[src/udp_port_config.svh]
// UDP transmit port sizes and fixed protocol constants
`ifndef UDP_PORT_CONFIG_SVH
`define UDP_PORT_CONFIG_SVH

// Buffering
`define PAYLOAD_DEPTH       2048
`define LENGTH_SLOTS        4
`define TRANSMIT_DEPTH      64

// Fixed header fields
`define IPV4_TTL            64
`define IPV4_FLAGS          16'h4000        // Don't fragment
`define ETHERTYPE_IPV4      16'h0800

`define IPV4_HEADER_BYTES   20
`define UDP_HEADER_BYTES    8
`define HEADER_BYTES        42              // Ethernet + IPv4 + UDP
`define FCS_BYTES           4
`endif

[src/sync_fifo.sv]
// Single clock FIFO with first word fall through read data
`timescale 1ns/10ps

module sync_fifo #(
    parameter int WIDTH = 8,
    parameter int DEPTH = 16
) (
    input  logic                clock,
    input  logic                rst_n,
    input  logic [WIDTH-1:0]    write_data,
    input  logic                write_enable,
    input  logic                read_enable,
    output logic [WIDTH-1:0]    read_data,
    output logic                empty,
    output logic                full
);

    localparam int ADDR_WIDTH = (DEPTH > 1) ? $clog2(DEPTH) : 1;

    logic [WIDTH-1:0]       memory [DEPTH];
    logic [ADDR_WIDTH-1:0]  write_pointer;
    logic [ADDR_WIDTH-1:0]  read_pointer;
    logic [ADDR_WIDTH:0]    count;
    logic                   push;
    logic                   pop;

    assign push = write_enable && !full;      // Writes to a full FIFO are dropped
    assign pop  = read_enable && !empty;

    always_ff @(posedge clock) begin
        if (push) begin
            memory[write_pointer] <= write_data;
        end
    end

    always_ff @(posedge clock) begin
        if (!rst_n) begin
            write_pointer <= '0;
            read_pointer  <= '0;
            count         <= '0;
        end else begin
            if (push) begin
                write_pointer <= (write_pointer == ADDR_WIDTH'(DEPTH - 1)) ?
                                 '0 : write_pointer + ADDR_WIDTH'(1);
            end
            if (pop) begin
                read_pointer <= (read_pointer == ADDR_WIDTH'(DEPTH - 1)) ?
                                '0 : read_pointer + ADDR_WIDTH'(1);
            end
            case ({push, pop})
                2'b10:   count <= count + 1'b1;
                2'b01:   count <= count - 1'b1;
                default: count <= count;
            endcase
        end
    end

    assign read_data = memory[read_pointer];
    assign empty     = (count == '0);
    assign full      = (count == (ADDR_WIDTH + 1)'(DEPTH));

endmodule

[config.mk]
export PLATFORM = sky130hd
export DESIGN_NAME = sync_fifo
export DESIGN_NICKNAME = d
export VERILOG_FILES = /design/src/udp_port_config.svh /design/src/sync_fifo.sv
export SDC_FILE = /design/constraint.sdc
export NUM_CORES = 1
export LEC_CHECK = 0
export ABC_AREA = 1
export BUFFER_PORTS_ARGS = -buffer_cell sky130_fd_sc_hd__buf_2
export CORE_ASPECT_RATIO = 0.9
export CORE_MARGIN = 5
export CORE_UTILIZATION = 40
export DETAILED_ROUTE_END_ITERATION = 10
export SYNTH_ARGS = -nofsm -noshare
export SYNTH_HDL_FRONTEND = slang
export SYNTH_SLANG_ARGS = --single-unit
[constraint.sdc]
create_clock -name clock -period 6 [get_ports clock]
set_input_delay 0 -clock clock [delete_from_list [all_inputs] [get_ports clock]]
set_output_delay 0 -clock clock [all_outputs]
set_load 0.02 [all_outputs]
# == Word level (Yosys, flattened, before mapping) ==
# Memory sizes are Yosys's and may differ from the RTL's. A register that Yosys moved wholly into a read port is not among the register bits.
# Cells that the tools add are included.
# op_classes
n_addsub,4
n_eq_ne,5
mux,7
n_reduce_logical,6
# ops
cell,n
$mux 4,4
$pmux 5 s2,1
$add 4x1->4 const B,2
$eq 4x4->1 const B,2
$add 5x1->5 const B,1
$eq 5x5->1 const B,1
$logic_not 5->1,1
$sub 5x1->5 const B,1
$eq 2x1->1 const B,1
$eq 2x2->1 const B,1
$logic_and 1x1->1,2
$logic_not 1->1,2
$mux 1,2
$reduce_bool 2->1,1
# totals
reg_bits,13
ram_bits,128
inputBits,12
out_inout_bits,10
wordCells,26
n_memories,1
# memory_table
memory,words,word_bits,read_ports,rd_ports_with_merged_regs,wr,line_no,text
memory,16,8,1,1,1,sync_fifo.sv:20,logic [WIDTH-1:0] memory [DEPTH];

# == Longest topological paths before layout ==
# Gate-level depths: netlist of the first run.
# depth
word_depth,5
ltp_mapped,16
ltp_nobuf,16

# == Worst setup path after synthesis of the first run ==
# No wires, ideal clock.
# synth_path
path_type,reg2reg
startpoint,register count[0]
endpoint,register count[2]
setup_time_ns,0.115
arrival_time_ns,1.804
required_time_ns,5.885
slack_ns,4.081
stages_incl_launch_ff,15
n_path_buf,0
period_less_slack_ns,1.919
path_cell_list,dfxtp_1 inv_1 nand4_1 nand2_1 inv_1 ha_1 inv_1 nand2_1 nand2_1 ha_1 inv_1 nand2_1 xor2_1 o21ai_0 inv_1
# synth_between
elab_chain_cells,5
elab_cells_between_ends,12
classes_between,2 x add/sub; 3 x eq/ne; 1 x mux; 6 x reduce/logical
# synth_rtl
item,line_no,text
"start, declared",sync_fifo.sv:23,logic [ADDR_WIDTH:0] count;
"start signal, assigned",sync_fifo.sv:51,2'b10: count <= count + 1'b1;
"start signal, assigned",sync_fifo.sv:52,2'b01: count <= count - 1'b1;
"start signal, assigned",sync_fifo.sv:53,default: count <= count;
$eq 5x5->1 or $logic_not 5->1 (tied branches),"sync_fifo.sv:60, sync_fifo.sv:59",
$logic_not 1->1 (on tied branches),"sync_fifo.sv:27, sync_fifo.sv:28",
$logic_and 1x1->1 (on tied branches),"sync_fifo.sv:27, sync_fifo.sv:28",
$eq 2x1->1 or $eq 2x2->1 (tied branches),sync_fifo.sv:50,"case ({push, pop})"
$pmux 5 s2 or $reduce_bool 2->1 (tied branches),-,
# Several ways; a longest one is shown, not always the timed one.
# A chain may end at the register's enable or synchronous reset.

==> results.cfg, run 1 <==
[clocking]
clockRootBuffer = clkbuf_16
cts_setup_buffers = 0
clockBufferDepth = 2
cts_buffers = 17
clock_latency_ps = 420
path_clk_slew_ps = 60
htreeDepth = 4
cts_tree = built
cts_sinks = 145

[timing]
slew_headroom = 0.219
fin_tns_setup_ps = 0
hold-worst-slack_ps = 8.00
max_freq_mhz = 386
skew_ps = 6.00
final-setup-viol-count = 0
hold_viol = 0
timing.final.crit_share = 0.432
rsz0062_at_grt = false
min_period_ps = 2590
tightestPinTransition_ps = 1160
final_max_slew_viol_count = 0

[die]
die_y_um = 128
num_rows = 43
dieArea_um2 = 18100
ios = 22
coreArea_um2 = 15300
start_util = 0.405
die_w_um = 141

[logic_synthesis]
synth_top_flop_cell = edfxtp_1
synth_edf_count = 128
ys_seq_area_frac = 0.674
ys.warnings.count = 0
synth.distinct_cells = 26
yosysTopAreaCell = edfxtp_1
synth_top_area_share = 0.619
async_reset_ff_frac = 0
syn-instance-count = 547
yosys-top-cells-area = edfxtp_1 (62%), dfxtp_1 (5.5%), inv_1 (5.1%), nand3_1 (4.7%), nand2_1 (4.5%)
synth_commonest_cells = edfxtp_1 (128), inv_1 (85), nand2_1 (74)
syn_nets = 567
synth_seq_cells = 145
syn_area_um2 = 6210
yosysMostFrequentCell = edfxtp_1
syn_area_per_cell_um2 = 11.3

[routing]
first_iter_violations = 318
wire_per_inst_um = 16.9
via_count = 3900
dr.pass1.iters = 5
wl_um = 13300
ant_nets = 0
drc = 0
viasPerCell = 4.97

[hold_path]
hp-class = input port to flip-flop
hp-start = write_data[5]

[pwr]
internal_power_mw = 1.92
vdd_drop_max_mv = 0.216
p_comb_frac = 0.234
p_leak_nw = 2.60
switchingPower_mw = 0.876
p_sw_frac = 0.313
cellPowerDensity_nw_per_um2 = 399
power.share.clock = 0.336
pwr-share-seq = 0.430

[setup_path]
arrival_ps = 2590
start_kind = flip-flop
cp.required_ps = 6000
crit_type = flip-flop to primary output
r2r_start = count[1]$_SDFFE_PN0P_
crit_path_end_kind = primary output
crit_fanout = 92

[finish]
area_delta_synth_final_pct = 13.0
drive_gt1_frac = 0.112
design_area_um2 = 7020
diodes = 0
nets = 589

[placement]
place_area_um2 = 6440
portBuffers = 21
gp_congestion = 0.819
dp_hpwl_um = 8440

[global_route]
grt_max_degree = 93
grt_pass1_wl_um = 21100
antenna_found_initial = 0
gr-total-overflow = 0
grt_pass1_vias = 3886
grt_usage = 0.155

[flow_run]
max_cap_violations = 0

[status]
status = finished clean
[cell type report]
cell class / instances / area (um2)
clock buffers: 18 / 429
clock inverters: 14 / 98.8
fillers: 1422 / 8320
inverters: 86 / 323
multi-input cells: 291 / 1550
flip-flops and latches: 145 / 4190
well taps: 202 / 253
repair buffers: 28 / 170
[what timing repair did]
action / 4_1_cts / 5_1_grt
endpoints found under the hold margin: 46 / 0
hold buffers: 5 / 0
setup endpoints to repair: 0 / 0
resized for setup: 0 / 0
[per-stage QoR]
stage	power (mW)	cells	util	setup WS (ps)
after floorplan	1.72	547	-	4080
after global placement	1.85	747	0.420	3790
after detailed placement	1.87	747	0.420	3740
after CTS	2.81	784	0.458	3440
after global routing	2.95	784	0.458	3190
final	2.80	784	0.458	3410
[path summary, 6_finish.rpt]
kind                        endpoint  slack [ps]  cells past startpoint
min          memory[10][5]$_DFFE_PP_           8                      1
min reg2reg    count[0]$_SDFFE_PN0P_         510                      1
max                     read_data[5]        3410                      7
max reg2reg    count[4]$_SDFFE_PN0P_        3690                     16
[critical path, cell delays in order (launching register included)]
cell     delay [ps]
dfxtp_4         560
buf_4           740
a21oi_1         140
o21ai_0         110
nand3_1         190
nand3_1         150
nand2_1          60
buf_2           160
[power by group through the flow]
| stage | Clock [mW] | Combinational [mW] | Sequential, mW |
|---|---|---|---|
| 3_3_place_gp | 0 | 0.631 | 1.22 |
| 4_1_cts | 0.955 | 0.654 | 1.20 |
| 5_1_grt | 1.00 | 0.734 | 1.21 |
| 3_5_place_dp | 0 | 0.650 | 1.22 |
| 6_report | 0.941 | 0.653 | 1.20 |
| 2_1_floorplan | 0 | 0.528 | 1.19 |
[logic make-up after synthesis]
family	after synthesis	synth area share
AND/OR/NAND/NOR	165	0.116
flip-flops	145	0.674
AO/OA/AOI/OAI	114	0.113
buffers and inverters	111	0.0756
adder cells (fa/ha/maj)	8	0.0161
XOR/XNOR	4	0.00565
[sequential cells by signal (all words and copies together) (netlist names), named ones only]
register / count
write_pointer: 4
count: 5
memory: 128
read_pointer: 4
[layout by cell type (no fill, tap or decap)]
master	instances
edfxtp_1	128
inv_1	85
nand2_1	74
nand3_1	58
a21oi_1	41
o21ai_0	39
nor2_1	24
o211ai_1	22
buf_2	21
clkbuf_16	17
dfxtp_1	15
o211ai_2	10
ha_1	8
clkinv_1	6
dlygate4sd3_1	5
nor3_1	3
xor2_1	3
clkinv_2	3
clkinvlp_4	3
nand2_2	2
o21ai_1	2
buf_4	2
nor2_2	1
nand4_2	1
nand4_1	1
inv_2	1
nand3b_1	1
xnor2_1	1
dfxtp_4	1
dfxtp_2	1
clkbuf_1	1
bufinv_16	1
clkinv_4	1
[per-layer routing]
| metal | track usage | vias up | routed length (um) |
|---|---|---|---|
| li1 | - | 1936 | - |
| met1 | 0.215 | 1853 | 6030 |
| met2 | 0.233 | 98 | 6240 |
| met3 | 0.0410 | 13 | 824 |
| met4 | 0.0604 | 0 | 170 |
| met5 | 0 | - | 0 |
Power figures use the tool's default switching activity.
==> inputs of run 2 (changes only) <==
Clock period 6 ns to 2.23 ns, I/O delays scaled along.
==> results.cfg, run 2 (synthesis gave the netlist of run 1 again) <==
[status]
status = finished clean

[pwr]
vdd_drop_max_mv = 0.698
switchingPower_mw = 2.43
pwr-share-seq = 0.407
p_sw_frac = 0.306
cellPowerDensity_nw_per_um2 = 1090
internal_power_mw = 5.52
power.share.clock = 0.359
p_leak_nw = 2.76
p_comb_frac = 0.235

[setup_path]
reg2reg_depth = 13
start_kind = flip-flop
cp.required_ps = 2230
critPathTopFamily = flip-flops
crit_cells = 7
crit_fanout = 46
arrival_ps = 2050
critPathMaxStageDelay_ps = 590
crit_path_end_kind = primary output
cp_cell_sequence = buf_12 -> nand2_1 -> o211ai_1 -> nand3_1 -> nand3_1 -> nand2_1 -> buf_2
cpMaxStageDelayCell = dfxtp_4
path_buf_inv = 2
crit_type = flip-flop to primary output

[routing]
drc = 0
first_iter_violations = 338
wire_per_inst_um = 16.6
via_count = 4067
ant_nets = 0
wl_um = 13400
viasPerCell = 5.05
dr.pass1.iters = 5

[clocking]
clock_latency_ps = 420
htreeDepth = 4
clockRootBuffer = clkbuf_16
cts_tree = built
cts_buffers = 17
path_clk_slew_ps = 60
cts_sinks = 145
clockBufferDepth = 2

[finish]
layout_commonest_cell = edfxtp_1
stdcell_count = 805
mostFrequentLayoutCells = edfxtp_1 (128), inv_1 (84), nand2_1 (73)
area_delta_synth_final_pct = 17.4
nets = 610
drive_gt1_frac = 0.156
regMostFlops = memory
diodes = 0
largest_reg_flops = 128
top_regs = memory (128), count (5)

[global_route]
grt_pass1_vias = 3914
grt_max_degree = 65
antenna_found_initial = 0
grt_usage = 0.154
grt_pass1_wl_um = 21200
gr-total-overflow = 0

[timing]
tightestPinTransition_ps = 628
skew_ps = 5.67
final_max_slew_viol_count = 0
rsz0062_at_grt = false
min_period_ps = 2050
max_freq_mhz = 487
hold-worst-slack_ps = 20.6
timing.final.crit_share = 0.921
hold_viol = 0
final-setup-viol-count = 0
fin_tns_setup_ps = 0
slew_headroom = 0.581

[die]
ios = 22
coreArea_um2 = 15300
num_rows = 43
dieArea_um2 = 18100
start_util = 0.405
die_w_um = 141
die_y_um = 128

[hold_path]
min_path_cells = 1
hp-class = input port to flip-flop

[placement]
dp_hpwl_um = 8230
portBuffers = 21
gp_congestion = 0.802
placedCellCount = 766

[flow_run]
max_cap_violations = 0
run 2: cell types whose count changed in the layout (fill, tap and decap cells not counted), moves of 2 or more:
cell and delta:
buf_12 +3, buf_4 +18, bufinv_16 +2, clkinv_1 -6, clkinv_4 +2
run 2: routing by layer:
layer / global-route usage / vias to the layer above / share of wire
met5: 0 / - / 0
met4: 0.0439 / 0 / 0.011
met3: 0.0477 / 15 / 0.062
met2: 0.232 / 116 / 0.45
met1: 0.218 / 1950 / 0.48
li1: - / 1986 / -
run 2: what timing repair did:
action | 4_1_cts | 5_1_grt
resized for setup | 0 | 3
setup buffers | 0 | 2
setup endpoints to repair | 0 | 2
hold buffers | 5 | 0
endpoints found under the hold margin | 46 | 0
run 2: area by class of cell:
type / instances / area (um2)
fillers: 1343 / 8050
flip-flops and latches: 145 / 4190
multi-input cells: 291 / 1560
clock buffers: 19 / 433
repair buffers: 49 / 365
inverters: 86 / 323
well taps: 202 / 253
clock inverters: 13 / 163
run 2: power groups by stage:
| stage | clock, mW | combinational, mW | sequential (mW) |
|---|---|---|---|
| after floorplan | 0 | 1.42 | 3.20 |
| after global placement | 0 | 1.79 | 3.28 |
| after detailed placement | 0 | 1.83 | 3.29 |
| after CTS | 2.90 | 1.84 | 3.24 |
| after global routing | 3.01 | 2.09 | 3.26 |
| final | 2.85 | 1.87 | 3.23 |
run 2: metrics by stage:
| stage | power [mW] | worst slack [ps] | util | cell area, um2 |
|---|---|---|---|---|
| after global routing | 8.35 | 7.19 | 0.475 | 7280 |
| after global placement | 5.07 | 192 | 0.432 | 6620 |
| after detailed placement | 5.12 | 76.2 | 0.432 | 6620 |
| after CTS | 7.98 | 57.4 | 0.474 | 7260 |
| after floorplan | 4.62 | 311 | - | 6210 |
| final | 7.95 | 177 | 0.475 | 7280 |
run 2: path summary, 6_finish.rpt:
path                                 from                      end  slack (ps)
max                             flip-flop             read_data[3]         180
min                         write_data[5]  memory[12][5]$_DFFE_PP_          20
max reg2reg         count[1]$_SDFFE_PN0P_    count[2]$_SDFFE_PN0P_         200
min reg2reg  read_pointer[1]$_SDFFE_PN0N_                flip-flop         520
==> inputs of run 3 (changes only) <==
Settings changed: RECOVER_POWER set to 50.
==> results.cfg, run 3 (synthesis gave the netlist of run 1 again) <==
[finish]
regMostFlops = memory
seq_area_um2 = 4190
area_delta_synth_final_pct = 17.0
diodes = 0
mostFrequentLayoutCells = edfxtp_1 (128), inv_1 (85), nand2_1 (74)
fillers = 1352
top_regs = memory (128), count (5)
drive_gt1_frac = 0.133
largest_reg_flops = 128
multiInputGateArea_um2 = 1550
layout_commonest_cell = edfxtp_1
nets = 610

[placement]
portBuffers = 21
dp_hpwl_um = 8230
gp_congestion = 0.802

[timing]
skew_ps = 6.60
final_max_slew_viol_count = 0
min_period_ps = 2060
max_freq_mhz = 487
slew_headroom = 0.359
rsz0062_at_grt = false
hold-worst-slack_ps = 254
hold_viol = 0
final-setup-viol-count = 0
fin_tns_setup_ps = 0
tightestPinTransition_ps = 961
timing.final.crit_share = 0.922

[clocking]
path_clk_slew_ps = 60
htreeDepth = 4
cts_buffers = 17
clock_latency_ps = 420
clockBufferDepth = 2
cts_sinks = 145
clockRootBuffer = clkbuf_16
cts_tree = built

[die]
start_util = 0.405
num_rows = 43
coreArea_um2 = 15300
die_w_um = 141
die_y_um = 128
ios = 22
dieArea_um2 = 18100

[routing]
first_iter_violations = 374
wl_um = 13400
dr.pass1.iters = 5
via_count = 4085
drc = 0
ant_nets = 0
wire_per_inst_um = 16.6
viasPerCell = 5.07

[pwr]
vdd_drop_max_mv = 0.680
cellPowerDensity_nw_per_um2 = 1090
p_total_mw = 7.93
p_leak_nw = 2.72

[flow_run]
max_cap_violations = 0

[setup_path]
crit_path_end_kind = primary output
crit_type = flip-flop to primary output
crit_fanout = 46
path_buf_inv = 2
critPathTopFamily = flip-flops
cp_common_cell = nand3_1
cp_cell_sequence = buf_12 -> a21oi_1 -> o21ai_0 -> nand3_1 -> nand3_1 -> nand2_1 -> buf_2
arrival_ps = 2060
critPathMaxStageDelay_ps = 590
cpMaxStageDelayCell = dfxtp_4
start_kind = flip-flop
cp.required_ps = 2230

[global_route]
gr-total-overflow = 0
antenna_found_initial = 0
grt_usage = 0.154
grt_max_degree = 65
grt_pass1_wl_um = 21200
grt_pass1_vias = 3914

[hold_path]
hp-class = input port to flip-flop

[status]
status = finished clean
-- run 3: report_power, final --
part	switching [mW]	internal (mW)	total, mW
Clock	1.08	1.76	2.84
Sequential	0.139	3.10	3.24
Combinational	1.20	0.650	1.85
-- run 3: what timing repair did --
action | 4_1_cts | 5_1_grt
setup endpoints to repair | 0 | 2
endpoints found under the hold margin | 46 | 0
buffers inserted | 0 | 2
hold buffers | 5 | 0
resized for setup | 0 | 3
-- run 3: metal layers --
metal / track usage / vias up / part of all wire
met2: 0.232 / 141 / 0.45
met1: 0.218 / 1947 / 0.48
met3: 0.0477 / 13 / 0.062
li1: - / 1984 / -
met4: 0.0439 / 0 / 0.011
met5: 0 / - / 0
-- run 3: path summary, 6_finish.rpt --
path / startpoint / end / slack [ps] / depth (start not counted)
min reg2reg: count[0]$_SDFFE_PN0P_ / count[0]$_SDFFE_PN0P_ / 520 / 1
max: flip-flop / read_data[2] / 170 / 7
min: write_data[7] / memory[4][7]$_DFFE_PP_ / 250 / 1
max reg2reg: count[1]$_SDFFE_PN0P_ / count[2]$_SDFFE_PN0P_ / 180 / 13
-- run 3: metrics by stage --
| stage | instance area [um2] | instances | util | setup slack, ps |
|---|---|---|---|---|
| floorplan | 6210 | 547 | - | 311 |
| finish | 7260 | 805 | 0.473 | 175 |
| CTS | 7260 | 803 | 0.474 | 57.4 |
| detailed placement | 6620 | 766 | 0.432 | 76.2 |
| global route | 7260 | 805 | 0.473 | 17.9 |
| global placement | 6620 | 766 | 0.432 | 192 |
-- run 3: final cells by class --
class,instances,share of cell area
Clock inverter,13,0.0224
Timing Repair Buffer,49,0.0481
Multi-Input combinational cell,291,0.214
Inverter,86,0.0445
Sequential cell,145,0.577
Tap cell,202,0.0348
Clock buffer,19,0.0596
