===== src/udp_port_config.svh =====
// UDP transmit port sizes and fixed protocol constants
`ifndef UDP_PORT_CONFIG_SVH
`define UDP_PORT_CONFIG_SVH

// Buffering
`define PAYLOAD_DEPTH       2048
`define LENGTH_SLOTS        4
`define TRANSMIT_DEPTH      64

// Fixed header fields
`define IPV4_TTL            64
`define IPV4_FLAGS          16'h4000        // Don't fragment
`define ETHERTYPE_IPV4      16'h0800

`define IPV4_HEADER_BYTES   20
`define UDP_HEADER_BYTES    8
`define HEADER_BYTES        42              // Ethernet + IPv4 + UDP
`define FCS_BYTES           4
`endif


===== src/udp_port_pkg.sv =====
// UDP transmit port shared types
package udp_port_pkg;

    typedef logic [7:0]  byte_t;
    typedef logic [8:0]  stream_t;      // Bit 8 marks last byte

    // Address and field widths
    typedef logic [47:0] mac_t;
    typedef logic [31:0] ipv4_t;
    typedef logic [15:0] port_t;
    typedef logic [15:0] length_t;
    typedef logic [15:0] checksum_t;
    typedef logic [31:0] crc_t;

    typedef enum logic [2:0] {
        IDLE,
        CHECKSUM,
        HEADER,
        PAYLOAD,
        FCS
    } frame_state_t;

endpackage


===== src/payload_if.sv =====
// Payload handoff between the payload buffer and the frame generator
`timescale 1ns/10ps

interface payload_if;

    udp_port_pkg::length_t  length;             // Byte count of head packet
    logic                   packet_pending;
    logic                   start;              // Pops the length entry
    udp_port_pkg::byte_t    data;               // First word fall through
    logic                   data_valid;
    logic                   read;

    modport buffer (
        output length,
        output packet_pending,
        output data,
        output data_valid,
        input  start,
        input  read
    );

    modport generator (
        input  length,
        input  packet_pending,
        input  data,
        input  data_valid,
        output start,
        output read
    );

endinterface


===== src/frame_check_sequence.sv =====
// Ethernet CRC-32 frame check sequence, one byte per cycle
`timescale 1ns/10ps

module frame_check_sequence (
    input  logic                    clock,
    input  logic                    rst_n,
    input  logic                    clear,
    input  udp_port_pkg::byte_t     data,
    input  logic                    data_enable,
    output udp_port_pkg::crc_t      crc
);

    udp_port_pkg::crc_t crc_state;

    // Reflected polynomial, LSB of the byte first
    function automatic udp_port_pkg::crc_t crc_step(udp_port_pkg::crc_t crc_in,
                                                    udp_port_pkg::byte_t data_in);
        udp_port_pkg::crc_t next;
        next = crc_in ^ {24'h000000, data_in};
        for (int i = 0; i < 8; i++) begin
            next = next[0] ? ((next >> 1) ^ 32'hEDB88320) : (next >> 1);
        end
        return next;
    endfunction

    always_ff @(posedge clock) begin
        if (!rst_n || clear) begin
            crc_state <= '1;
        end else if (data_enable) begin
            crc_state <= crc_step(crc_state, data);
        end
    end

    assign crc = ~crc_state;

endmodule


===== src/frame_generator.sv =====
// Frame generator that wraps each stored payload in Ethernet, IPv4 and UDP headers plus FCS
`timescale 1ns/10ps
`include "udp_port_config.svh"

module frame_generator (
    input  logic                    clock,
    input  logic                    rst_n,
    payload_if.generator            payload,
    input  udp_port_pkg::mac_t      mac_destination,
    input  udp_port_pkg::mac_t      mac_source,
    input  udp_port_pkg::ipv4_t     ipv4_destination,
    input  udp_port_pkg::ipv4_t     ipv4_source,
    input  udp_port_pkg::port_t     udp_source_port,
    input  udp_port_pkg::port_t     udp_destination_port,
    input  logic                    transmit_full,
    output udp_port_pkg::stream_t   frame_data,
    output logic                    frame_data_valid
);

    localparam int          CHECKSUM_WORDS = `IPV4_HEADER_BYTES / 2;
    localparam logic [7:0]  PROTOCOL_UDP   = 8'd17;

    udp_port_pkg::frame_state_t         state;
    udp_port_pkg::length_t              payload_length;
    udp_port_pkg::length_t              byte_index;
    udp_port_pkg::length_t              total_length;
    udp_port_pkg::length_t              udp_length;
    udp_port_pkg::checksum_t            header_checksum;
    udp_port_pkg::crc_t                 fcs;
    udp_port_pkg::byte_t                header_byte;
    logic [15:0]                        identification;
    logic [79:0]                        ipv4_fixed;
    logic [8*`IPV4_HEADER_BYTES-1:0]    checksum_words;
    logic [8*`HEADER_BYTES-1:0]         header;
    logic                               emit;
    logic                               last_byte;

    //////////////////////////////
    // Header fields
    //////////////////////////////

    assign total_length = payload_length + 16'(`IPV4_HEADER_BYTES + `UDP_HEADER_BYTES);
    assign udp_length   = payload_length + 16'(`UDP_HEADER_BYTES);

    // Version/IHL through protocol
    assign ipv4_fixed = {8'h45, 8'h00, total_length, identification, `IPV4_FLAGS,
                         8'(`IPV4_TTL), PROTOCOL_UDP};

    assign checksum_words = {ipv4_fixed, 16'h0000, ipv4_source, ipv4_destination};

    assign header = {mac_destination, mac_source, `ETHERTYPE_IPV4,
                     ipv4_fixed, header_checksum, ipv4_source, ipv4_destination,
                     udp_source_port, udp_destination_port, udp_length, 16'h0000};

    assign header_byte = header[(`HEADER_BYTES - 1 - byte_index) * 8 +: 8];

    //////////////////////////////
    // Byte output
    //////////////////////////////

    always_comb begin
        case (state)
            udp_port_pkg::HEADER,
            udp_port_pkg::FCS:     emit = !transmit_full;
            udp_port_pkg::PAYLOAD: emit = !transmit_full && payload.data_valid;
            default:               emit = 1'b0;
        endcase
    end

    assign last_byte = (state == udp_port_pkg::FCS) && (byte_index == 16'(`FCS_BYTES - 1));

    always_comb begin
        case (state)
            udp_port_pkg::PAYLOAD: frame_data = {1'b0, payload.data};
            udp_port_pkg::FCS:     frame_data = {last_byte, fcs[byte_index[1:0] * 8 +: 8]};
            default:               frame_data = {1'b0, header_byte};
        endcase
    end

    assign frame_data_valid = emit;
    assign payload.start    = (state == udp_port_pkg::IDLE) && payload.packet_pending;
    assign payload.read     = (state == udp_port_pkg::PAYLOAD) && emit;

    always_ff @(posedge clock) begin
        if (payload.start) begin
            payload_length <= payload.length;
        end
    end

    //////////////////////////////
    // FSM
    //////////////////////////////

    always_ff @(posedge clock) begin
        if (!rst_n) begin
            state          <= udp_port_pkg::IDLE;
            byte_index     <= '0;
            identification <= '0;
        end else begin
            case (state)
                udp_port_pkg::IDLE: begin
                    byte_index <= '0;
                    if (payload.packet_pending) begin
                        state <= udp_port_pkg::CHECKSUM;
                    end
                end
                udp_port_pkg::CHECKSUM: begin
                    // Ten header words, then one cycle for the result register
                    if (byte_index == 16'(CHECKSUM_WORDS)) begin
                        state      <= udp_port_pkg::HEADER;
                        byte_index <= '0;
                    end else begin
                        byte_index <= byte_index + 1'b1;
                    end
                end
                udp_port_pkg::HEADER: begin
                    if (emit && byte_index == 16'(`HEADER_BYTES - 1)) begin
                        state      <= udp_port_pkg::PAYLOAD;
                        byte_index <= '0;
                    end else if (emit) begin
                        byte_index <= byte_index + 1'b1;
                    end
                end
                udp_port_pkg::PAYLOAD: begin
                    if (emit && byte_index == payload_length - 1'b1) begin
                        state      <= udp_port_pkg::FCS;
                        byte_index <= '0;
                    end else if (emit) begin
                        byte_index <= byte_index + 1'b1;
                    end
                end
                udp_port_pkg::FCS: begin
                    if (emit && last_byte) begin
                        state          <= udp_port_pkg::IDLE;
                        identification <= identification + 1'b1;
                    end else if (emit) begin
                        byte_index <= byte_index + 1'b1;
                    end
                end
                default: state <= udp_port_pkg::IDLE;
            endcase
        end
    end

    internet_checksum ipv4_checksum (
        .clock          (clock),
        .rst_n          (rst_n),
        .clear          (state == udp_port_pkg::IDLE),
        .word_in        (checksum_words[(CHECKSUM_WORDS - 1 - byte_index) * 16 +: 16]),
        .word_enable    ((state == udp_port_pkg::CHECKSUM) && (byte_index < 16'(CHECKSUM_WORDS))),
        .result         (header_checksum)
    );

    // Covers every byte before the FCS itself
    frame_check_sequence fcs_generator (
        .clock          (clock),
        .rst_n          (rst_n),
        .clear          (state == udp_port_pkg::IDLE),
        .data           (frame_data[7:0]),
        .data_enable    (emit && (state != udp_port_pkg::FCS)),
        .crc            (fcs)
    );

endmodule


===== src/internet_checksum.sv =====
// IPv4 header checksum as a ones complement sum of 16-bit words
`timescale 1ns/10ps

module internet_checksum (
    input  logic                        clock,
    input  logic                        rst_n,
    input  logic                        clear,
    input  udp_port_pkg::checksum_t     word_in,
    input  logic                        word_enable,
    output udp_port_pkg::checksum_t     result
);

    logic [16:0]                sum;
    udp_port_pkg::checksum_t    folded;

    // Carry out of bit 15 wraps back in on the next word
    always_ff @(posedge clock) begin
        if (!rst_n || clear) begin
            sum <= '0;
        end else if (word_enable) begin
            sum <= {1'b0, sum[15:0]} + {16'h0000, sum[16]} + {1'b0, word_in};
        end
    end

    assign folded = sum[15:0] + {15'h0000, sum[16]};

    always_ff @(posedge clock) begin
        result <= ~folded;                  // Valid one cycle after the final word
    end

endmodule


===== src/flat_wrapper.sv =====
// flat-port wrapper written by rule: the top's interface ports become plain ports
module frame_generator_flat 
  (clock, rst_n, mac_destination, mac_source, ipv4_destination, ipv4_source, udp_source_port, udp_destination_port, transmit_full, frame_data, frame_data_valid, payload_length, payload_packet_pending, payload_data, payload_data_valid, payload_start, payload_read);
  payload_if payload_i ();
  input  logic clock;
  input  logic rst_n;
  input  udp_port_pkg::mac_t mac_destination;
  input  udp_port_pkg::mac_t mac_source;
  input  udp_port_pkg::ipv4_t ipv4_destination;
  input  udp_port_pkg::ipv4_t ipv4_source;
  input  udp_port_pkg::port_t udp_source_port;
  input  udp_port_pkg::port_t udp_destination_port;
  input  logic transmit_full;
  output udp_port_pkg::stream_t frame_data;
  output logic frame_data_valid;
  input wire logic [$bits(payload_i.length)-1:0] payload_length;
  input wire logic [$bits(payload_i.packet_pending)-1:0] payload_packet_pending;
  input wire logic [$bits(payload_i.data)-1:0] payload_data;
  input wire logic [$bits(payload_i.data_valid)-1:0] payload_data_valid;
  output wire logic [$bits(payload_i.start)-1:0] payload_start;
  output wire logic [$bits(payload_i.read)-1:0] payload_read;
  assign payload_i.length = payload_length;
  assign payload_i.packet_pending = payload_packet_pending;
  assign payload_i.data = payload_data;
  assign payload_i.data_valid = payload_data_valid;
  assign payload_start = payload_i.start;
  assign payload_read = payload_i.read;
  frame_generator u_core (.clock(clock), .rst_n(rst_n), .payload(payload_i), .mac_destination(mac_destination), .mac_source(mac_source), .ipv4_destination(ipv4_destination), .ipv4_source(ipv4_source), .udp_source_port(udp_source_port), .udp_destination_port(udp_destination_port), .transmit_full(transmit_full), .frame_data(frame_data), .frame_data_valid(frame_data_valid));
endmodule

===== config.mk =====
export PLATFORM = sky130hd
export DESIGN_NAME = frame_generator_flat
export DESIGN_NICKNAME = d
export VERILOG_FILES = /design/src/udp_port_pkg.sv /design/src/payload_if.sv /design/src/frame_check_sequence.sv /design/src/frame_generator.sv /design/src/internet_checksum.sv /design/src/flat_wrapper.sv
export VERILOG_INCLUDE_DIRS = /design/src
export SDC_FILE = /design/constraint.sdc
export NUM_CORES = 1
export LEC_CHECK = 0
export ABC_AREA = 1
export BUFFER_PORTS_ARGS = -buffer_cell sky130_fd_sc_hd__buf_4
export CAP_MARGIN = 40
export CORE_MARGIN = 4
export CORE_UTILIZATION = 42
export DETAILED_ROUTE_END_ITERATION = 8
export PLACE_DENSITY_LB_ADDON = 0.15
export SKIP_CTS_REPAIR_TIMING = 1
export SLEW_MARGIN = 20
export SYNTH_ARGS = -nofsm -noshare
export SYNTH_HDL_FRONTEND = slang
export SYNTH_SLANG_ARGS = --single-unit

===== constraint.sdc =====
create_clock -name clock -period 14.2 [get_ports clock]
set_input_delay 0.71 -clock clock [delete_from_list [all_inputs] [get_ports clock]]
set_output_delay 0.71 -clock clock [all_outputs]
set_load 0.02 [all_outputs]

Yosys cells after proc, flatten, opt, wreduce, memory -nomap -nowiden
Index checks and enable logic that the tools add are counted.
{ "totals": {"register_bits": 116, "in_bits": 221, "output_inout_bits": 12, "elab_cells": 87} }
{ "op_classes": {"n_addsub": 10, "magnitude_cmp": 1, "eq_ne": 15, "shift": 3, "muxes": 22, "n_bitwise": 11, "reduce_logical": 18} }
{ "op_table": {"columns": ["cell", "n"], "rows": [
  ["$shiftx A336 B33 Y8", 1],
  ["$mux W32", 8],
  ["$shiftx A160 B33 Y16", 1],
  ["$not A13 Y14", 8],
  ["$mux W16", 5],
  ["$pmux W16 S5", 1],
  ["$add A16 B1 Y16 const B", 2],
  ["$not A32 Y32", 1],
  ["$shiftx A32 B6 Y8", 1],
  ["$xor A32 B8 Y32", 1],
  ["$pmux W9 S2", 1],
  ["$add A16 B1 Y17", 1],
  ["$add A17 B16 Y17", 1],
  ["$sub A4 B16 Y17 const A", 1],
  ["$sub A6 B16 Y17 const A", 1],
  ["$add A16 B1 Y16", 1],
  ["$add A16 B4 Y16 const B", 1],
  ["$add A16 B5 Y16 const B", 1],
  ["$eq A16 B16 Y1", 1],
  ["$eq A16 B2 Y1 const B", 1],
  ["$eq A16 B4 Y1 const B", 1],
  ["$eq A16 B6 Y1 const B", 1],
  ["$lt A16 B4 Y1 const B", 1],
  ["$not A16 Y16", 1],
  ["other kinds (18)", 37]
]} }

Depth between registers and ports, before layout
Gate-level depths: netlist of run 1.
{ "logic_depth": {"word_depth": 20, "depth_mapped": 38, "depth_no_buf": 31} }

Hierarchy
A second synthesis of run 1 with hierarchy kept.
{ "hier_totals": {"hier_cells": 2323, "area_unflattened_um2": 13227.7} }
{ "modules_own_cells": {"columns": ["mod", "instances", "cells_each", "area_each_um2", "seq_area_each_um2"], "rows": [
  ["frame_generator", 1, 1605, 8665.8, 1181.1],
  ["internet_checksum", 1, 351, 2296.0, 660.6],
  ["frame_check_sequence", 1, 367, 2265.9, 640.6]
]} }

Worst setup path after synthesis of run 1
No wires, ideal clock.
{ "synth_path": {"kind": "register to register", "startpoint": "register u_core.byte_index[1]", "endpoint": "register u_core.ipv4_checksum.sum[15]", "setup_ns": 0.115, "arrival_time_ns": 5.342, "t_required_ns": 14.085, "path_slack_ns": 8.742, "stages_incl_launch_ff": 34, "path_buffers": 7, "period_less_slack_ns": 5.458, "path_cell_list": "dfxtp_1 > buf_2 > inv_1 > buf_2 > buf_2 > buf_1 > buf_1 > ha_1 > buf_2 > nor2_2 > buf_2 > inv_1 > nor2_1 > inv_1 > o21ai_0 > nand3_1 > a211oi_1 > ha_1 > nand3_1 > nand2_1 > a21oi_1 > o21ai_0 > nand2_1 > nand2_1 > a21oi_1 > o21ai_0 > a21boi_0 > o21ai_0 > a21oi_1 > nor2_1 > nor2_1 > xnor2_1 > o21ai_0 > inv_1"} }
{ "synth_via": {"elab_chain_len": 3, "word_cells_on_any_way": 5, "cone_classes": "add/sub (2); order compare (1); shift (1); reduce/logical (1)"} }
{ "synth_rtl": {"columns": ["element", "line", "rtl"], "rows": [
  ["start: declaration", "frame_generator.sv:25", "udp_port_pkg::length_t byte_index;"],
  ["start signal: assignment", "frame_generator.sv:113", "byte_index <= byte_index + 1'b1;"],
  ["start signal: assignment", "frame_generator.sv:121", "byte_index <= byte_index + 1'b1;"],
  ["start signal: assignment", "frame_generator.sv:129", "byte_index <= byte_index + 1'b1;"],
  ["$sub A4 B16 Y17", "frame_generator.sv:149", ".word_in (checksum_words[(CHECKSUM_WORDS - 1 - byte_index) * 16 +: 16]),"],
  ["$shiftx A160 B33 Y16", "frame_generator.sv:149", null],
  ["$add A17 B16 Y17", "internet_checksum.sv:21", "sum <= {1'b0, sum[15:0]} + {16'h0000, sum[16]} + {1'b0, word_in};"],
  ["end signal: assignment", "internet_checksum.sv:21", null],
  ["end: declaration", "internet_checksum.sv:13", "logic [16:0] sum;"]
]} }
Parallel ways exist; a longest one is shown, timed or not.
A chain may end at the register's enable or synchronous reset.

Worst setup path after layout of run 1
{ "layout_path": {"startpoint": "register u_core.byte_index[1]", "endpoint": "output port frame_data[2]"} }
{ "layout_via": {"elab_chain_len": 3, "word_cells_on_any_way": 4, "cone_classes": "add/sub (1); shift (2); mux (1)"} }
{ "layout_rtl": {"columns": ["element", "line", "rtl"], "rows": [
  ["$sub A6 B16 Y17 (no source line)", null, null],
  ["$shiftx A336 B33 Y8", "frame_generator.sv:55", "assign header_byte = header[(`HEADER_BYTES - 1 - byte_index) * 8 +: 8];"],
  ["$pmux W9 S2 (*)", "frame_generator.sv:73", "case (state)"],
  ["end: declaration", "flat_wrapper.sv:14", "output udp_port_pkg::stream_t frame_data;"]
]} }
Mark *: on every way between the ends. The rest lies on a longest branch, timed or not.

==> impl_metrics.yaml, run 1 <==
logic_synthesis:
  async_reset_ff_frac: 0
  synth_most_common_cell: "nand2_1"
  synth_top_family_by_area: "simple AND/OR/NAND/NOR gates"
  synth_edf_count: 16
  synthTopCellsByCount: "nand2_1, nand3_1, inv_1, a21oi_1, o21ai_0"
  yosys_most_used_dff: "dfxtp_1"
  synth_mux_area_frac: 0
  synth-compound-area-share: 0.1754
  ys_types: 64
  synthCells: 2111
  avgSynthCellArea_um2: 5.921
  synthSimpleGateAreaFrac: 0.4107
  ys.warnings.count: 0
  ys_ff_latch: 116
  synth_top_area_share: 0.1829
  syn_nets: 2362
  netlist_area_mm2: 0.01250
  seq_area_frac_synth: 0.1986
  synth-xor-area-share: 0.06717
  synth.largest_area_cell: "nand2_1"
  synthTopCellsByArea: "nand2_1, dfxtp_1, nand3_1"
  synth_fa_ha_area_frac: 0.03123
setup_path:
  critical_path_required_ns: 13.49
  arrival_ns: 5.33
  startpoint_type: "register"
  ff2ff_setup_slack_ns: 8.24
  reg2reg_to: "u_core.ipv4_checksum.sum[15]"
  r2r_cells: 23
  cp-end-kind: "primary output"
  worstPathMaxFanout: 45
  path_class: "reg -> out"
  r2r_start: "u_core.byte_index[1]"
route:
  wl_met1_um: 23190
  wl_per_cell_um: 19.48
  dr_wl_met2_um: 22200
  drtIter0Drc: 1745
  remaining_drc_errors: 0
  drt-pass1-iter-count: 6
  vias: 14950
  top_layer_used: "met4"
  via_per_inst: 5.619
  met3_length_um: 4803
  antenna_left: 0
  finalWirelength_um: 51840
final_layout:
  area_delta_synth_final_pct: 18.59
  fillers: 3069
  antennaDiodeCount: 0
  drive_above_1_share: 0.1625
  layout.nets: 2517
sta:
  clock.fmax_mhz: 165.6
  hold_viol_final: 0
  layout_min_cycle_time_ns: 6.039
  worst_slack_ns: 8.161
  rsz0062_at_grt: "no"
  tns_ns: 0
  relSlewSlack: 0.4213
  worst_pin_slew_ns: 0.8462
  slew_violations: 0
  finalCritPeriodShare: 0.4252
  setup_viol_count_final: 0
  skew_ns: 0.01659
min_path:
  min_from: "payload_length[13]"
  hold_depth: 1
  min_to: "u_core.payload_length[13]"
  worstHoldPathType: "in -> reg"
grt:
  track_usage: 0.3036
  globalRoute.totalOverflow: 0
  grt_start_max_net_pins: 69
  antenna_found_initial: 0
  grt_pass1_vias: 13890
  grt_pass1_wl_um: 79210
pwr:
  vdd_drop_max_uv: 110.6
  switching_power_mw: 1.349
  power_frac_comb: 0.643
  clockPowerShare: 0.161
  swShare: 0.5394
  power_density_mw_per_mm2: 168.7
  p_leak_nw: 7.246
  p_seq_frac: 0.196
  p_int_mw: 1.152
floorplanning:
  die_h_um: 180.5
  row_count: 62
  dieWidth_um: 180.5
  initial_core_util: 0.4308
  num_io_pins: 233
  core_area_mm2: 0.02901
  die-area_mm2: 0.03258
cts:
  clock_sinks: 116
  cts_max_path_buffers: 2
  clk_latency_ns: 0.43
  clk_pin_slew_ns: 0.06
  cts_root_buf: "clkbuf_16"
  h-tree-depth: 4
  tritoncts: "yes"
  numCtsBuffers: 17
outcome:
  status: "finished, final reports clean"
place:
  gp_congestion: 1.005
  hpwl_um: 39010
  dp_slack_ns: 8.457
  io_buffers: 232
run:
  max_cap_viol_count: 0
area by class of cell:
class                           instances  area, um2  area share
Multi-Input combinational cell       1662       8568      0.5780
Inverter                              217      817.0     0.05512
Tap cell                              384      480.5     0.03241
Clock buffer                           22      485.5     0.03275
Clock inverter                          8      51.30    0.003461
Sequential cell                       116       2487      0.1678
Timing Repair Buffer                  252       1933      0.1304
critical path, stage by stage, from the launching register on:
cell and delay, ns:
dfxtp_2 0.72, inv_2 0.47, ha_1 0.38, inv_1 0.09, nand2_4 0.06, nand2_4 0.08
nand2_4 0.07, nand2_4 0.09, nand2_1 0.08, nand2_4 0.31, buf_4 0.49, nand2_1 0.53
nor2_4 0.40, o21ai_0 0.15, nand2_1 0.09, nand2_1 0.05, nand2_1 0.09, nand2_1 0.06
nand3_1 0.11, nand2_1 0.13, nand2_2 0.11, nand2_1 0.09, inv_1 0.10, buf_4 0.14
layout by cell type (no fill, tap or decap), drive strengths merged, types with 4 or more instances in the layout:
master | synthesis | final
a2111oi | 4 | 4
a211oi | 6 | 6
a21oi | 162 | 162
a221oi | 4 | 4
a31oi | 9 | 9
a32o | 7 | 7
buf | 73 | 251
clkbuf | 43 | 22
clkinv | 2 | 8
dfxtp | 100 | 100
edfxtp | 16 | 16
ha | 28 | 28
inv | 215 | 216
nand2 | 658 | 658
nand3 | 263 | 263
nand3b | 5 | 5
nand4 | 41 | 41
nor2 | 127 | 127
nor3 | 30 | 30
nor4 | 6 | 6
o211ai | 14 | 14
o21ai | 157 | 157
o21bai | 8 | 8
or2 | 7 | 7
xnor2 | 22 | 22
xor2 | 73 | 73
layer usage:
layer	up-vias	global-route usage
li1	7300	-
met2	706	0.4676
met1	6845	0.4282
met5	-	0
met3	101	0.05713
met4	0	0.09982
flip-flops by register name, indices dropped and copies added, names as in the netlist:
| signal | flops |
|---|---|
| u_core.payload_length | 16 |
| u_core.fcs_generator.crc_state | 32 |
| u_core.state | 3 |
| u_core.identification | 16 |
| u_core.byte_index | 16 |
| u_core.ipv4_checksum.sum | 17 |
| u_core.ipv4_checksum.result | 16 |
worst max-delay path by stage:
| stage | startpoint | to | slack, ns | depth (start not counted) |
|---|---|---|---|---|
| final | u_core.byte_index[1] | frame_data[2] | 8.16 | 23 |
| after global routing | u_core.byte_index[1] | u_core.ipv4_checksum.sum[15] | 7.78 | 23 |
| after CTS | u_core.byte_index[1] | frame_data[2] | 8.30 | 23 |
| after detailed placement | u_core.byte_index[1] | u_core.ipv4_checksum.sum[15] | 8.46 | 23 |
| after global placement | u_core.byte_index[1] | u_core.ipv4_checksum.sum[15] | 8.57 | 23 |
| after floorplan | u_core.byte_index[1] | u_core.ipv4_checksum.sum[15] | 8.74 | 33 |
kinds of logic after synthesis:
kind of cell,after synthesis
fa+ha+maj,30
flops,116
compound gates,394
buf+inv,333
xor+xnor,95
simple gates,1143
stage by stage:
step	utilization	instance area, um2	power [mW]	std cells	hold WS, ns
after floorplan	-	12500	1.615	2111	0.4407
after global placement	0.4900	14210	2.043	2627	0.4586
after detailed placement	0.4913	14250	2.060	2629	0.4580
after CTS	0.5098	14790	2.475	2659	0.4438
after global routing	0.5109	14820	2.689	2661	0.4469
final	0.5109	14820	2.501	2661	0.4530
power by group through the flow:
stage	logic [mW]	clock network (mW)	registers, mW
after global placement	1.55	0	0.492
after detailed placement	1.57	0	0.492
after global routing	1.77	0.421	0.497
after CTS	1.58	0.409	0.486
after floorplan	1.17	0	0.440
final	1.61	0.402	0.490
No activity file was read; power rests on OpenSTA's default activity.
==> run 2: changes to the inputs <==
clock period = 5.6 ns   (was 14.2 ns; I/O delays follow)
==> run 2 against run 1 <==
Clock power rose to 2.9 times the previous value; non-clock buffer count up 20; setup slack worse by 7.4 ns; sequential share of layout area down 0.26 points; global-route usage up 1.5 points; combinational power rose to 2.6 times the previous value; die area unchanged; critical path depth up 3; design area up 1.6%; power rose to 2.6 times the previous value; sequential power up 140%; clock-buffer cell count down 4.
==> impl_metrics.yaml, run 2 (synthesis gave the netlist of run 1 again) <==
outcome:
  status: "finished, final reports clean"
setup_path:
  cp_num_cells: 26
  cp_common_cell: "o21ai_0"
  max_stage_delay_ns: 0.45
  cp_slowest_cell: "dfxtp_1"
  path_class: "reg -> reg"
  critical_path_required_ns: 5.93
  arrival_ns: 5.16
  cp.buffers_inverters: 4
  cpLargestDelayFamily: "compound AO/OA/AOI/OAI gates"
  startpoint_type: "register"
  r2r_cells: 26
  cp-end-kind: "register"
  worstPathMaxFanout: 7
final_layout:
  design_area_mm2: 0.01505
  reg.largest.list: "u_core.fcs_generator.crc_state (32), u_core.ipv4_checksum.sum (17)"
  largest_reg_flops: 32
  antennaDiodeCount: 0
  final_common_cell: "nand2_1"
  regMostFlops: "u_core.fcs_generator.crc_state"
  area_delta_synth_final_pct: 20.44
  layout_common_cells: "nand2_1, buf_4, nand3_1, inv_1, a21oi_1"
  drive_above_1_share: 0.1688
  utilization: 0.5189
  layout.nets: 2537
min_path:
  hold_depth: 1
  worstHoldPathType: "in -> reg"
floorplanning:
  die-area_mm2: 0.03258
  num_io_pins: 233
  dieWidth_um: 180.5
  die_h_um: 180.5
  core_area_mm2: 0.02901
  initial_core_util: 0.4308
  row_count: 62
place:
  dp_slack_ns: 0.8518
  hpwl_um: 41360
  gp_congestion: 1.025
  io_buffers: 232
  placed_area_mm2: 0.01437
pwr:
  power_density_mw_per_mm2: 436.7
  p_leak_nw: 7.362
  p_total_mw: 6.574
  vdd_drop_max_uv: 596.8
sta:
  hold_viol_final: 0
  clock.fmax_mhz: 207.3
  skew_ns: 0.01729
  tns_ns: 0
  worst_pin_slew_ns: 0.8821
  layout_min_cycle_time_ns: 4.825
  relSlewSlack: 0.4087
  setup_viol_count_final: 0
  slew_violations: 0
  worst_slack_ns: 0.7749
  rsz0062_at_grt: "no"
  finalCritPeriodShare: 0.8616
route:
  vias: 15030
  finalWirelength_um: 54070
  via_per_inst: 5.601
  remaining_drc_errors: 0
  antenna_left: 0
  drtIter0Drc: 1602
  wl_per_cell_um: 20.15
  drt-pass1-iter-count: 6
cts:
  cts_root_buf: "clkbuf_16"
  clk_latency_ns: 0.45
  cts_max_path_buffers: 2
  tritoncts: "yes"
  clock_sinks: 116
  h-tree-depth: 4
  numCtsBuffers: 17
  clk_pin_slew_ns: 0.06
run:
  max_cap_viol_count: 0
grt:
  antenna_found_initial: 0
  grt_start_max_net_pins: 112
  grt_pass1_wl_um: 81820
  globalRoute.totalOverflow: 0
  grt_pass1_vias: 13740
  track_usage: 0.3190
[run 2: metrics by stage]
| stage | hold slack (ns) | cells |
|---|---|---|
| detailed placement | 0.4595 | 2645 |
| global placement | 0.4581 | 2641 |
| global route | 0.0002582 | 2683 |
| finish | 0.005757 | 2683 |
| floorplan | 0.3789 | 2111 |
| CTS | -0.007052 | 2677 |
[run 2: worst paths after layout]
path | startpoint | to | slack [ns]
hold reg to reg | u_core.fcs_generator.crc_state[24] | u_core.fcs_generator.crc_state[24] | 0.49
hold / removal | payload_length[2] | u_core.payload_length[2] | 0.006
setup / recovery | u_core.byte_index[2] | u_core.ipv4_checksum.sum[15] | 0.77
setup reg to reg | u_core.byte_index[2] | u_core.ipv4_checksum.sum[15] | 0.77
[run 2: power breakdown]
group,switching (mW),internal (mW)
sequential,0.188,1.01
combinational,2.90,1.33
clock,0.458,0.693
[run 2: metal layers]
layer,part of all wire,vias to the layer above,track usage
met5,0,-,0
met4,0.029,0,0.09437
met3,0.086,70,0.06782
met2,0.43,667,0.4763
met1,0.45,6957,0.4617
li1,-,7333,-
[run 2: area by class of cell]
cell class,count,area (um2)
Inverter,217,817.0
Timing Repair Buffer,272,2083
Fill cell,3052,13960
Multi-Input combinational cell,1662,8571
Clock inverter,14,165.2
Tap cell,384,480.5
Clock buffer,18,450.4
Sequential cell,116,2487
[run 2: worst reg2reg max path, stage by stage (launching register included)]
cell and delay [ns]:
dfxtp_1 0.45, inv_1 0.17, ha_1 0.41, nor2_2 0.14, inv_1 0.05, nor2_1 0.27, inv_1 0.18, o21ai_0 0.23
nand3_1 0.10, a211oi_1 0.36, ha_1 0.31, nand3_1 0.08, nand2_1 0.08, a21oi_1 0.15, o21ai_0 0.14, nand2_1 0.08
nand2_1 0.05, a21oi_1 0.18, o21ai_0 0.17, a21boi_0 0.33, o21ai_0 0.20, a21oi_1 0.16, nor2_1 0.05, nor2_1 0.11
xnor2_1 0.07, o21ai_0 0.14, inv_1 0.06
==> run 3: changes to the inputs <==
clock period = 5.3 ns   (was 5.6 ns; I/O delays follow)
==> run 3 against run 2 <==
Die area is the same; largest power group unchanged; sequential share of layout area shrank 0.17 points; utilization grew 0.54 points; largest cell class unchanged; critical path type unchanged; highest routed layer unchanged; setup slack worse by 0.15 ns.
==> impl_metrics.yaml, run 3 (synthesis gave the netlist of run 1 again) <==
sta:
  hold_viol_final: 0
  worst_pin_slew_ns: 0.9429
  rsz0062_at_grt: "no"
  setup_viol_count_final: 0
  slew_violations: 0
  skew_ns: 0.01540
  finalCritPeriodShare: 0.8818
  tns_ns: 0
  layout_min_cycle_time_ns: 4.673
  clock.fmax_mhz: 214.0
  relSlewSlack: 0.3714
setup_path:
  path_class: "reg -> reg"
  r2r_cells: 25
  worstSetupStartpoint: "u_core.byte_index[2]"
  critical_path_required_ns: 5.63
  cp-end-kind: "register"
  r2r_start: "u_core.byte_index[2]"
  cp_num_cells: 25
  cp_common_cell: "o21ai_0"
  arrival_ns: 5.00
  reg2reg_to: "u_core.ipv4_checksum.sum[15]"
  max_stage_delay_ns: 0.44
  cp_slowest_cell: "dfxtp_1"
  cp.buffers_inverters: 3
  cpLargestDelayFamily: "compound AO/OA/AOI/OAI gates"
  crit_end: "u_core.ipv4_checksum.sum[15]"
  startpoint_type: "register"
  worstPathMaxFanout: 29
  ff2ff_setup_slack_ns: 0.63
final_layout:
  largest_reg_flops: 32
  fillers: 3088
  layout.nets: 2555
  area_delta_synth_final_pct: 21.69
  utilization: 0.5243
  regMostFlops: "u_core.fcs_generator.crc_state"
  layout_common_cells: "nand2_1, buf_4, nand3_1, inv_1, a21oi_1"
  drive_above_1_share: 0.1718
  antennaDiodeCount: 0
  final_common_cell: "nand2_1"
  reg.largest.list: "u_core.fcs_generator.crc_state (32), u_core.ipv4_checksum.sum (17)"
floorplanning:
  core_area_mm2: 0.02901
  dieWidth_um: 180.5
  die-area_mm2: 0.03258
  row_count: 62
  die_h_um: 180.5
  num_io_pins: 233
  initial_core_util: 0.4308
grt:
  grt_start_max_net_pins: 83
  grt_pass1_vias: 13620
  track_usage: 0.3061
  globalRoute.totalOverflow: 0
  antenna_found_initial: 0
  grt_pass1_wl_um: 79180
route:
  drtIter0Drc: 1782
  antenna_left: 0
  finalWirelength_um: 52540
  vias: 15160
  via_per_inst: 5.613
  wl_per_cell_um: 19.45
  remaining_drc_errors: 0
  drt-pass1-iter-count: 6
cts:
  clk_latency_ns: 0.44
  cts_max_path_buffers: 2
  cts_root_buf: "clkbuf_16"
  h-tree-depth: 4
  numCtsBuffers: 17
  tritoncts: "yes"
  clock_sinks: 116
  clk_pin_slew_ns: 0.06
place:
  hpwl_um: 39930
  io_buffers: 232
  gp_congestion: 1.048
min_path:
  worstHoldPathType: "in -> reg"
pwr:
  vdd_drop_max_uv: 406.5
  p_leak_nw: 7.437
  power_density_mw_per_mm2: 454.5
run:
  max_cap_viol_count: 0
outcome:
  status: "finished, final reports clean"
-- run 3: cell types whose count changed in the layout (fill, tap and decap cells not counted), sizes merged --
cell,previous run,this run
clkinvlp,1,2
buf,267,273
clkinv,7,6
dlygate4sd3,5,16
nor2,127,128
inv,221,220
clkbuf,18,19
-- run 3: worst min-delay path by stage --
stage | cells after the start | to | start
after global placement | 1 | u_core.payload_length[1] | payload_length[1]
after global routing | 3 | u_core.byte_index[4] | rst_n
after detailed placement | 1 | u_core.payload_length[8] | payload_length[8]
after CTS | 1 | u_core.payload_length[5] | payload_length[5]
final | 3 | u_core.byte_index[5] | rst_n
after floorplan | 0 | u_core.payload_length[0] | payload_length[0]
-- run 3: metal layers --
metal | vias to the layer above | GRT usage | share of wire
li1 | 7375 | - | -
met1 | 6897 | 0.4282 | 0.44
met2 | 773 | 0.4662 | 0.43
met3 | 115 | 0.06803 | 0.099
met4 | 0 | 0.1041 | 0.036
met5 | - | 0 | 0
-- run 3: report_power, final --
group | internal [mW] | switching, mW | leakage (nW) | total [mW]
combinational | 1.43 | 3.02 | 6.18 | 4.46
clock | 0.721 | 0.463 | 0.291 | 1.18
sequential | 1.06 | 0.209 | 0.963 | 1.27
total | 3.22 | 3.70 | 7.44 | 6.91
-- run 3: worst reg2reg max path: stages (launching register included) --
cell and delay [ns]:
dfxtp_1 0.44, inv_1 0.17, ha_1 0.24, nor2_1 0.40, nor2_4 0.16, buf_6 0.23, o21ai_0 0.13, nand3_1 0.10
a211oi_1 0.25, ha_1 0.34, a21oi_1 0.14, nand2_1 0.10, a21oi_1 0.15, o21ai_0 0.14, nand2_1 0.09, nand2_1 0.05
a21oi_1 0.20, o21ai_0 0.16, a21boi_0 0.29, o21ai_0 0.17, a21oi_1 0.16, nor2_1 0.06, nor2_1 0.11, xnor2_1 0.07
o21ai_0 0.16, inv_1 0.06
-- run 3: final cells by class --
cell class	instances	area, um2	area share
Clock buffer	19	452.9	0.02978
Multi-Input combinational cell	1663	8579	0.5640
Sequential cell	116	2487	0.1635
Clock inverter	13	143.9	0.009460
Timing Repair Buffer	289	2250	0.1479
Inverter	217	817.0	0.05371
Tap cell	384	480.5	0.03159
-- run 3: metrics by stage --
step                      hold WS, ns  setup slack, ns  instances  instance area (um2)  power (mW)
after floorplan                0.3639          0.06103       2111                12500       4.327
after global placement         0.4438           0.6232       2650                14410       5.577
after CTS                    -0.01562           0.5300       2683                15020       6.827
final                          0.2063           0.6266       2701                15210       6.913
after global routing           0.2036          0.08906       2701                15210       7.426
after detailed placement       0.4443           0.5259       2651                14420       5.609
